===== config.mk =====
export PLATFORM = sky130hd
export DESIGN_NAME = exu_top
export DESIGN_NICKNAME = d
export VERILOG_FILES = /design/src/design/exu_cfg_pkg.sv /design/src/design/exu_isa_pkg.sv /design/src/design/exu_top.sv /design/src/design/exu_pc_ctrl.sv /design/src/design/exu_operand_wb.sv /design/src/design/exu_ialu.sv /design/src/design/exu_queue.sv
export SDC_FILE = /design/constraint.sdc
export NUM_CORES = 1
export LEC_CHECK = 0
export BUFFER_PORTS_ARGS = -buffer_cell sky130_fd_sc_hd__buf_4
export CORE_MARGIN = 1
export CORE_UTILIZATION = 60
export CTS_BUF_LIST = sky130_fd_sc_hd__clkbuf_8
export CTS_CLUSTER_DIAMETER = 200
export DETAILED_ROUTE_END_ITERATION = 8
export PLACE_DENSITY_LB_ADDON = 0.1
export REMOVE_ABC_BUFFERS = 1
export SLEW_MARGIN = 5
export SYNTH_ARGS = -nofsm -noshare
export SYNTH_HDL_FRONTEND = slang
export SYNTH_SLANG_ARGS = --single-unit

===== constraint.sdc =====
create_clock -name clk -period 14.01 [get_ports clk]
set_input_delay 4.203 -clock clk [delete_from_list [all_inputs] [get_ports clk]]
set_output_delay 4.203 -clock clk [all_outputs]
set_load 0.01 [all_outputs]

===== src/design/exu_cfg_pkg.sv =====
// Core configuration for the execute stage
// Data-path widths, word types and default PC vectors
`default_nettype none

package exu_cfg_pkg;

    localparam int unsigned xlen          = 32;   // Integer register width
    localparam int unsigned rf_addr_width = 5;    // 32 architectural registers

    typedef logic [xlen-1:0]          xlen_t;
    typedef logic [rf_addr_width-1:0] rf_addr_t;

    localparam xlen_t default_rst_vector  = 32'h0000_0200;  // First fetch after reset
    localparam xlen_t default_trap_vector = 32'h0000_0100;  // Fixed exception entry

    // Jump targets ignore bit 0 of the computed address
    localparam xlen_t jump_mask = 32'hFFFF_FFFE;

endpackage : exu_cfg_pkg

`default_nettype wire

===== src/design/exu_isa_pkg.sv =====
// ISA-side encodings seen by the execute stage
// ALU commands, operand and write-back selects, exception codes,
// the decoded command and the exception report
`default_nettype none

package exu_isa_pkg;

    //----------------------------------------------------------------------
    // Integer ALU commands
    //----------------------------------------------------------------------
    // Seventeen commands, so the field needs five bits
    typedef enum logic [4:0] {
        ialu_cmd_none,
        ialu_cmd_add,
        ialu_cmd_sub,
        ialu_cmd_and,
        ialu_cmd_or,
        ialu_cmd_xor,
        ialu_cmd_sll,
        ialu_cmd_srl,
        ialu_cmd_sra,
        ialu_cmd_slt,       // Flag and 0/1 result
        ialu_cmd_sltu,      // Flag and 0/1 result
        ialu_cmd_eq,        // Branch compares, flag only
        ialu_cmd_ne,
        ialu_cmd_lt,
        ialu_cmd_ge,
        ialu_cmd_ltu,
        ialu_cmd_geu
    } ialu_cmd_e;

    typedef enum logic {ialu_op_reg_reg, ialu_op_reg_imm} ialu_op_e;
    typedef enum logic {sum2_op_pc_imm, sum2_op_reg_imm} sum2_op_e;

    typedef enum logic [2:0] {
        rd_wb_none,
        rd_wb_ialu,
        rd_wb_sum2,         // Address adder, auipc and friends
        rd_wb_imm,          // lui
        rd_wb_inc_pc        // Link address of jal/jalr
    } rd_wb_sel_e;

    typedef enum logic [3:0] {
        exc_code_instr_misalign    = 4'd0,
        exc_code_instr_access_fault = 4'd1,
        exc_code_illegal_instr     = 4'd2,
        exc_code_ecall_m           = 4'd11
    } exc_code_e;

    //----------------------------------------------------------------------
    // Decoded command from the decode stage
    //----------------------------------------------------------------------
    typedef struct packed {
        ialu_op_e                ialu_op;
        ialu_cmd_e               ialu_cmd;
        sum2_op_e                sum2_op;
        rd_wb_sel_e              rd_wb_sel;
        logic                    jump_req;
        logic                    branch_req;
        logic                    exc_req;      // Exception flagged by decoder
        exc_code_e               exc_code;
        exu_cfg_pkg::rf_addr_t   rs1_addr;
        exu_cfg_pkg::rf_addr_t   rs2_addr;
        exu_cfg_pkg::rf_addr_t   rd_addr;
        exu_cfg_pkg::xlen_t      imm;          // Raw instruction when exc_req
    } exu_cmd_t;

    typedef struct packed {
        logic                    exc_req;
        exc_code_e               exc_code;
        exu_cfg_pkg::xlen_t      trap_val;
    } exc_report_t;

endpackage : exu_isa_pkg

`default_nettype wire


===== src/design/exu_top.sv =====
// Execute stage top level
// Stage register, integer ALU, operand/write-back unit and PC control
`timescale 1ns/10ps
`default_nettype none

module exu_top #(
    parameter exu_cfg_pkg::xlen_t rst_vector  = exu_cfg_pkg::default_rst_vector,
    parameter exu_cfg_pkg::xlen_t trap_vector = exu_cfg_pkg::default_trap_vector
) (
    input  logic                      clk,
    input  logic                      rst_n,
    // Decode stage
    input  logic                      cmd_req,
    input  exu_isa_pkg::exu_cmd_t     cmd,
    // Register file
    output exu_cfg_pkg::rf_addr_t     rs1_addr,
    input  exu_cfg_pkg::xlen_t        rs1_data,
    output exu_cfg_pkg::rf_addr_t     rs2_addr,
    input  exu_cfg_pkg::xlen_t        rs2_data,
    output logic                      rf_we,
    output exu_cfg_pkg::rf_addr_t     rf_waddr,
    output exu_cfg_pkg::xlen_t        rf_wdata,
    // PC and retirement
    output exu_cfg_pkg::xlen_t        curr_pc,
    output logic                      new_pc_req,
    output exu_cfg_pkg::xlen_t        new_pc,
    output logic                      init_pc,
    output logic                      instret,
    output exu_isa_pkg::exc_report_t  exc
);
    import exu_cfg_pkg::*;
    import exu_isa_pkg::*;

    logic      q_vd;
    exu_cmd_t  q_cmd;
    xlen_t     op1;
    xlen_t     op2;
    xlen_t     sum2_op1;
    xlen_t     sum2_op2;
    xlen_t     ialu_res;
    logic      ialu_cmp;
    xlen_t     sum2_res;
    xlen_t     inc_pc;

    exu_queue i_queue (
        .clk(clk), .rst_n(rst_n), .cmd_req(cmd_req), .cmd(cmd),
        .flush(new_pc_req), .q_vd(q_vd), .q_cmd(q_cmd)
    );

    exu_ialu i_ialu (
        .op1(op1), .op2(op2), .sum2_op1(sum2_op1), .sum2_op2(sum2_op2),
        .ialu_cmd(q_cmd.ialu_cmd), .ialu_res(ialu_res), .ialu_cmp(ialu_cmp),
        .sum2_res(sum2_res)
    );

    exu_operand_wb i_operand_wb (
        .q_vd(q_vd), .q_cmd(q_cmd), .rs1_data(rs1_data), .rs2_data(rs2_data),
        .curr_pc(curr_pc), .inc_pc(inc_pc), .ialu_res(ialu_res), .sum2_res(sum2_res),
        .exc_req(exc.exc_req), .op1(op1), .op2(op2), .sum2_op1(sum2_op1),
        .sum2_op2(sum2_op2), .rs1_addr(rs1_addr), .rs2_addr(rs2_addr),
        .rf_we(rf_we), .rf_waddr(rf_waddr), .rf_wdata(rf_wdata)
    );

    exu_pc_ctrl #(
        .rst_vector(rst_vector),
        .trap_vector(trap_vector)
    ) i_pc_ctrl (
        .clk(clk), .rst_n(rst_n), .q_vd(q_vd), .q_cmd(q_cmd), .ialu_cmp(ialu_cmp),
        .sum2_res(sum2_res), .curr_pc(curr_pc), .inc_pc(inc_pc),
        .new_pc_req(new_pc_req), .new_pc(new_pc), .init_pc(init_pc),
        .instret(instret), .exc(exc)
    );

endmodule : exu_top

`default_nettype wire


===== src/design/exu_pc_ctrl.sv =====
// PC control of the execute stage
// Reset PC sequencer, current PC register, redirect decision,
// exception code and trap value
`timescale 1ns/10ps
`default_nettype none

module exu_pc_ctrl #(
    parameter exu_cfg_pkg::xlen_t rst_vector  = exu_cfg_pkg::default_rst_vector,
    parameter exu_cfg_pkg::xlen_t trap_vector = exu_cfg_pkg::default_trap_vector
) (
    input  logic                      clk,
    input  logic                      rst_n,
    input  logic                      q_vd,
    input  exu_isa_pkg::exu_cmd_t     q_cmd,
    input  logic                      ialu_cmp,   // Branch taken
    input  exu_cfg_pkg::xlen_t        sum2_res,   // Raw jump/branch target
    output exu_cfg_pkg::xlen_t        curr_pc,
    output exu_cfg_pkg::xlen_t        inc_pc,
    output logic                      new_pc_req,
    output exu_cfg_pkg::xlen_t        new_pc,
    output logic                      init_pc,
    output logic                      instret,
    output exu_isa_pkg::exc_report_t  exc
);
    import exu_cfg_pkg::*;
    import exu_isa_pkg::*;

    logic [3:0]  init_seq;
    logic        jb_taken;
    logic        jb_misalign;
    logic        exc_req;
    exc_code_e   exc_code;
    xlen_t       trap_val;
    xlen_t       tgt_pc;

    //----------------------------------------------------------------------
    // Reset exit
    //----------------------------------------------------------------------
    // Ones shift in after reset; init_pc marks the 0111 state only
    always_ff @(posedge clk, negedge rst_n) begin
        if (~rst_n) begin
            init_seq <= '0;
        end else if (~&init_seq) begin
            init_seq <= {init_seq[2:0], 1'b1};
        end
    end

    assign init_pc = ~init_seq[3] & init_seq[2];

    //----------------------------------------------------------------------
    // Jumps, branches and exceptions
    //----------------------------------------------------------------------
    assign tgt_pc      = sum2_res & jump_mask;
    assign jb_taken    = q_vd & (q_cmd.jump_req | (q_cmd.branch_req & ialu_cmp));
    assign jb_misalign = jb_taken & (|tgt_pc[1:0]);   // No compressed support

    assign exc_req  = q_vd & (q_cmd.exc_req | jb_misalign);
    assign exc_code = q_cmd.exc_req ? q_cmd.exc_code :
                      jb_misalign   ? exc_code_instr_misalign : exc_code_ecall_m;

    always_comb begin
        case (exc_code)
            exc_code_instr_misalign     : trap_val = tgt_pc;
            exc_code_instr_access_fault : trap_val = curr_pc;
            exc_code_illegal_instr      : trap_val = q_cmd.imm;   // Instruction word
            default                     : trap_val = '0;
        endcase
    end

    assign exc = {exc_req, exc_code, trap_val};

    //----------------------------------------------------------------------
    // PC update
    //----------------------------------------------------------------------
    assign new_pc_req = init_pc | exc_req | jb_taken;
    assign new_pc     = init_pc ? rst_vector  :
                        exc_req ? trap_vector : tgt_pc;
    assign inc_pc     = curr_pc + xlen_t'(4);
    assign instret    = q_vd;   // Single-cycle stage retires at once

    always_ff @(posedge clk, negedge rst_n) begin
        if (~rst_n) begin
            curr_pc <= rst_vector;
        end else if (instret) begin
            curr_pc <= new_pc_req ? new_pc : inc_pc;
        end
    end

endmodule : exu_pc_ctrl

`default_nettype wire


===== src/design/exu_operand_wb.sv =====
// Operand fetch and register write-back for the execute stage
// Register file read addresses, ALU/adder operand muxes, write port
`timescale 1ns/10ps
`default_nettype none

module exu_operand_wb (
    input  logic                   q_vd,
    input  exu_isa_pkg::exu_cmd_t  q_cmd,
    input  exu_cfg_pkg::xlen_t     rs1_data,
    input  exu_cfg_pkg::xlen_t     rs2_data,
    input  exu_cfg_pkg::xlen_t     curr_pc,
    input  exu_cfg_pkg::xlen_t     inc_pc,
    input  exu_cfg_pkg::xlen_t     ialu_res,
    input  exu_cfg_pkg::xlen_t     sum2_res,
    input  logic                   exc_req,    // Blocks write-back
    output exu_cfg_pkg::xlen_t     op1,
    output exu_cfg_pkg::xlen_t     op2,
    output exu_cfg_pkg::xlen_t     sum2_op1,
    output exu_cfg_pkg::xlen_t     sum2_op2,
    output exu_cfg_pkg::rf_addr_t  rs1_addr,
    output exu_cfg_pkg::rf_addr_t  rs2_addr,
    output logic                   rf_we,
    output exu_cfg_pkg::rf_addr_t  rf_waddr,
    output exu_cfg_pkg::xlen_t     rf_wdata
);
    import exu_isa_pkg::*;

    //----------------------------------------------------------------------
    // Operand fetch
    //----------------------------------------------------------------------
    assign rs1_addr = q_cmd.rs1_addr;
    assign rs2_addr = q_cmd.rs2_addr;

    assign op1      = rs1_data;
    assign op2      = (q_cmd.ialu_op == ialu_op_reg_imm) ? q_cmd.imm : rs2_data;
    assign sum2_op1 = (q_cmd.sum2_op == sum2_op_reg_imm) ? rs1_data : curr_pc;  // jalr vs jal
    assign sum2_op2 = q_cmd.imm;

    //----------------------------------------------------------------------
    // Write-back
    //----------------------------------------------------------------------
    assign rf_we    = q_vd & (q_cmd.rd_wb_sel != rd_wb_none) & ~exc_req;
    assign rf_waddr = q_cmd.rd_addr;

    always_comb begin
        case (q_cmd.rd_wb_sel)
            rd_wb_sum2   : rf_wdata = sum2_res;
            rd_wb_imm    : rf_wdata = q_cmd.imm;
            rd_wb_inc_pc : rf_wdata = inc_pc;
            default      : rf_wdata = ialu_res;
        endcase
    end

endmodule : exu_operand_wb

`default_nettype wire


===== src/design/exu_ialu.sv =====
// Integer ALU of the execute stage
// Arithmetic, logic, shifts, compare flag and the address adder
`timescale 1ns/10ps
`default_nettype none

module exu_ialu (
    input  exu_cfg_pkg::xlen_t      op1,
    input  exu_cfg_pkg::xlen_t      op2,
    input  exu_cfg_pkg::xlen_t      sum2_op1,
    input  exu_cfg_pkg::xlen_t      sum2_op2,
    input  exu_isa_pkg::ialu_cmd_e  ialu_cmd,
    output exu_cfg_pkg::xlen_t      ialu_res,
    output logic                    ialu_cmp,   // Comparison result
    output exu_cfg_pkg::xlen_t      sum2_res    // Jump, branch and auipc address
);
    import exu_cfg_pkg::*;
    import exu_isa_pkg::*;

    localparam int unsigned shamt_w = $clog2(xlen);

    logic [xlen:0]       sub_res;   // Top bit is the borrow
    logic                lt_u;
    logic                lt_s;
    logic                cmp_eq;
    logic [shamt_w-1:0]  shamt;

    // One subtractor serves sub and all compares
    assign sub_res = {1'b0, op1} - {1'b0, op2};
    assign lt_u    = sub_res[xlen];
    assign lt_s    = (op1[xlen-1] != op2[xlen-1]) ? op1[xlen-1] : sub_res[xlen-1];
    assign cmp_eq  = (op1 == op2);
    assign shamt   = op2[shamt_w-1:0];

    always_comb begin
        ialu_res = '0;
        ialu_cmp = 1'b0;
        case (ialu_cmd)
            ialu_cmd_add  : ialu_res = op1 + op2;
            ialu_cmd_sub  : ialu_res = sub_res[xlen-1:0];
            ialu_cmd_and  : ialu_res = op1 & op2;
            ialu_cmd_or   : ialu_res = op1 | op2;
            ialu_cmd_xor  : ialu_res = op1 ^ op2;
            ialu_cmd_sll  : ialu_res = op1 << shamt;
            ialu_cmd_srl  : ialu_res = op1 >> shamt;
            ialu_cmd_sra  : ialu_res = $signed(op1) >>> shamt;
            ialu_cmd_slt  : begin
                ialu_cmp = lt_s;
                ialu_res = xlen_t'(lt_s);
            end
            ialu_cmd_sltu : begin
                ialu_cmp = lt_u;
                ialu_res = xlen_t'(lt_u);
            end
            ialu_cmd_eq   : ialu_cmp = cmp_eq;
            ialu_cmd_ne   : ialu_cmp = ~cmp_eq;
            ialu_cmd_lt   : ialu_cmp = lt_s;
            ialu_cmd_ge   : ialu_cmp = ~lt_s;
            ialu_cmd_ltu  : ialu_cmp = lt_u;
            ialu_cmd_geu  : ialu_cmp = ~lt_u;
            default       : ialu_res = '0;   // ialu_cmd_none
        endcase
    end

    assign sum2_res = sum2_op1 + sum2_op2;

endmodule : exu_ialu

`default_nettype wire


===== src/design/exu_queue.sv =====
// One-entry command stage register between decode and execute
// Valid bit with flush on redirect, unreset payload
`timescale 1ns/10ps
`default_nettype none

module exu_queue (
    input  logic                   clk,
    input  logic                   rst_n,
    input  logic                   cmd_req,    // New command from decode
    input  exu_isa_pkg::exu_cmd_t  cmd,
    input  logic                   flush,      // Redirect in this cycle
    output logic                   q_vd,
    output exu_isa_pkg::exu_cmd_t  q_cmd
);

    //----------------------------------------------------------------------
    // Valid bit
    //----------------------------------------------------------------------
    // The stage never stalls, so the bit reloads on every edge.
    // A command accepted together with a redirect belongs to the
    // wrong path and is dropped here.
    always_ff @(posedge clk, negedge rst_n) begin
        if (~rst_n) begin
            q_vd <= 1'b0;
        end else begin
            q_vd <= cmd_req & ~flush;
        end
    end

    //----------------------------------------------------------------------
    // Command payload
    //----------------------------------------------------------------------
    always_ff @(posedge clk) begin
        if (cmd_req) begin
            q_cmd <= cmd;          // Loads even while the old entry retires
        end
    end

endmodule : exu_queue

`default_nettype wire


==> impl_metrics.ini <==
[status]
status = complete, no violations

[routing]
drt_iter0_drc = 3756
dr.max_layer_used = met5
routed-wl-met2_um = 32000
routed-wl-met3_um = 13000
firstDrtPassIters = 8
drt_wl_total_um = 78300
met1_length_um = 27300
postRouteAntennaNets = 0
wl_per_cell_um = 28.6
dr_total_vias = 20800
vias_per_cell = 7.60
drc = 0

[timing]
setup_ws_ns = 0.0962
drv_slew = 0
fmax_mhz = 71.9
maxSlewHeadroom_pct = 5.77
fin_skew_ns = 0.0197
finalHoldViolCount = 0
finalSetupViolations = 0
hold_ws_ns = 0.364
tightest_slew_ns = 1.41
post-route-period-util_pct = 99.3
period_needed_ns = 13.91

[cells_and_area]
n_fill_cell = 2236
regArea_um2 = 2820
area_delta_synth_final_pct = 13.9
final_area_um2 = 19700
drive_gt1_share_pct = 20.4
layout_common_cells = 330 x buf_4, 209 x nor2_1, 153 x o21ai_0, 142 x a21oi_1, 142 x nand2_1
multi_input_area_um2 = 13200
final_common_cell = buf_4
fin_nets = 2619
utilization_pct = 70.2

[power_and_ir_drop]
finalPower_mw = 2.08
clockPowerShare_pct = 9.6
p_sw_mw = 1.10
power_density_nw_per_um2 = 106
power.share.combinational_pct = 68.1
peakVddDrop_uv = 106
internal-power_mw = 0.987
p_leak_nw = 8.34
seqPwrFrac_pct = 22.3
switching_share_pct = 52.6

[critical_path]
arrival_ns = 9.71
end_kind = output pin
required_ns = 9.81
ff2ff_setup_slack_ns = 7.06
crit_type = in -> out
critPathMaxFanout = 24
crit_path_start_kind = input port

[synthesis]
synth-seq-area-share_pct = 16.4
synth_compound_area_share_pct = 31.1
synth_cell_type_count = 103
ys_ff_latch = 100
synth_top_flop_cell = edfxtp_1
synth-edff-count = 64
yosys.area_share.simple_pct = 17.5
synth_area_leaders = edfxtp_1 11%, ha_1 9.4%, mux4_2 6.5%
synth_top_area_share_pct = 11.1
synth_fa_ha_area_share_pct = 9.82
yosys_warnings = 0
postSynthAreaPerCell_um2 = 7.84
synth_async_sr_flop_share_pct = 36.0
netlist_area_um2 = 17300
synth_top_family_by_area = compound AO/OA/AOI/OAI gates
synthCells = 2201
post-synth-top-area-cell = edfxtp_1
synthMuxAreaShare_pct = 14.1
synth_xor_xnor_area_share_pct = 3.25

[run]
maxCapViolations = 0

[clock_network]
cts-root-buf = clkbuf_8
tritoncts = yes
hold_buffers = 0
clkTransAtPathRegs_ns = 0.12
numCtsBuffers = 9
cts_buffer_depth = 2
htree_num_levels = 3
insertion_delay_ns = 0.43
cts_num_sinks = 100

[global_route]
grt_max_degree = 66
grt_first_pass_wirelength_um = 115000
grt_pass1_vias = 19000
grt_overflow = 0
grt_usage_pct = 52.3
antenna_found_initial = 2

[floorplan]
pin_count = 283
coreArea_um2 = 28000
fp.dieH_um = 172
fp.dieW_um = 172
die-area_um2 = 29400
start_util_pct = 61.6
placementRows = 61

[worst_hold_path]
hp-class = reg -> reg

[placed_design]
dp_hpwl_um = 58500
dp_slack_ns = 0.285
placed_area_um2 = 19400
numPortBuffers = 280
gp_congestion = 1.09
==> worst paths after layout <==
path | start | endpoint | depth (start not counted)
setup / recovery | rs2_data[12] | exc[31] | 22
hold / removal | i_pc_ctrl.init_seq[0] | i_pc_ctrl.init_seq[1] | 0
setup reg to reg | i_queue.q_cmd[63] | i_pc_ctrl.curr_pc[10] | 20
hold reg to reg | i_pc_ctrl.init_seq[0] | i_pc_ctrl.init_seq[1] | 0
max in group asynchronous | rst_n | i_pc_ctrl.curr_pc[27] | 1
min in group asynchronous | rst_n | i_pc_ctrl.init_seq[0] | 1
==> layout make-up <==
type	count	area share, %
diodes	1	0.0127
clock buffers	9	0.630
clock inverters	7	0.452
inverters	119	2.27
multi-input cells	1793	67.1
flip-flops and latches	100	14.4
well taps	378	2.41
repair buffers	332	12.8
==> layer usage <==
layer / global-route usage [%] / vias to the layer above
met4: 33.9 / 2
met5: 0 / -
li1: - / 8673
met3: 18.6 / 479
met2: 75.3 / 2061
met1: 65.8 / 9605
==> flip-flops by register name, summed over array words and instances, names as in the netlist <==
register	count
i_queue.q_vd	1
i_pc_ctrl.curr_pc	31
i_queue.q_cmd	64
i_pc_ctrl.init_seq	4
==> per-stage QoR <==
step | setup TNS, ns | std cells
after global placement | 0 | 2722
after CTS | 0 | 2738
after global routing | -0.0426 | 2738
after floorplan | -188.65 | 2012
after detailed placement | 0 | 2722
final | 0 | 2739
==> worst max-delay path: stages <==
cell and delay [ns]:
buf_4 0.11, mux2i_1 0.40, ha_1 0.34, inv_1 0.13, a21oi_1 0.09, o31ai_1 0.42, and4_1 0.28, a21oi_1 0.12
o41ai_1 0.49, nor2_1 0.08, o21bai_1 0.13, a21oi_1 0.10, fa_1 0.53, a2111oi_0 0.49, mux2_4 0.29, nor3_1 0.07
mux2_4 0.34, nor3_4 0.24, a22oi_2 0.22, buf_12 0.22, o21ai_0 0.22, buf_4 0.16
==> power groups by stage <==
stage,combinational [mW],clock (mW),sequential (mW)
finish,1.42,0.201,0.463
global route,1.49,0.210,0.465
CTS,1.35,0.202,0.454
detailed placement,1.34,0,0.460
global placement,1.32,0,0.456
floorplan,0.810,0,0.451
==> logic make-up after synthesis <==
group,Yosys count
AO/OA/AOI/OAI,790
XOR/XNOR,64
adder cells (fa/ha/maj),133
buffers and inverters,309
flip-flops,100
multiplexers,174
other,2
AND/OR/NAND/NOR,629
==> cell usage after synthesis, types with 50 or more instances <==
master	n
a22oi_1	54
inv_1	116
mux4_2	50
mux2i_1	89
o21ai_0	153
nor3_1	67
nand2_1	142
a21oi_1	142
clkbuf_1	119
ha_1	129
edfxtp_1	64
nor2_1	209
==> repair_timing <==
item / in CTS / in global routing
gates resized for setup: 0 / 5
setup buffers: 0 / 0
endpoints found under the setup margin: 0 / 53
(Power assumes the default switching activity.)
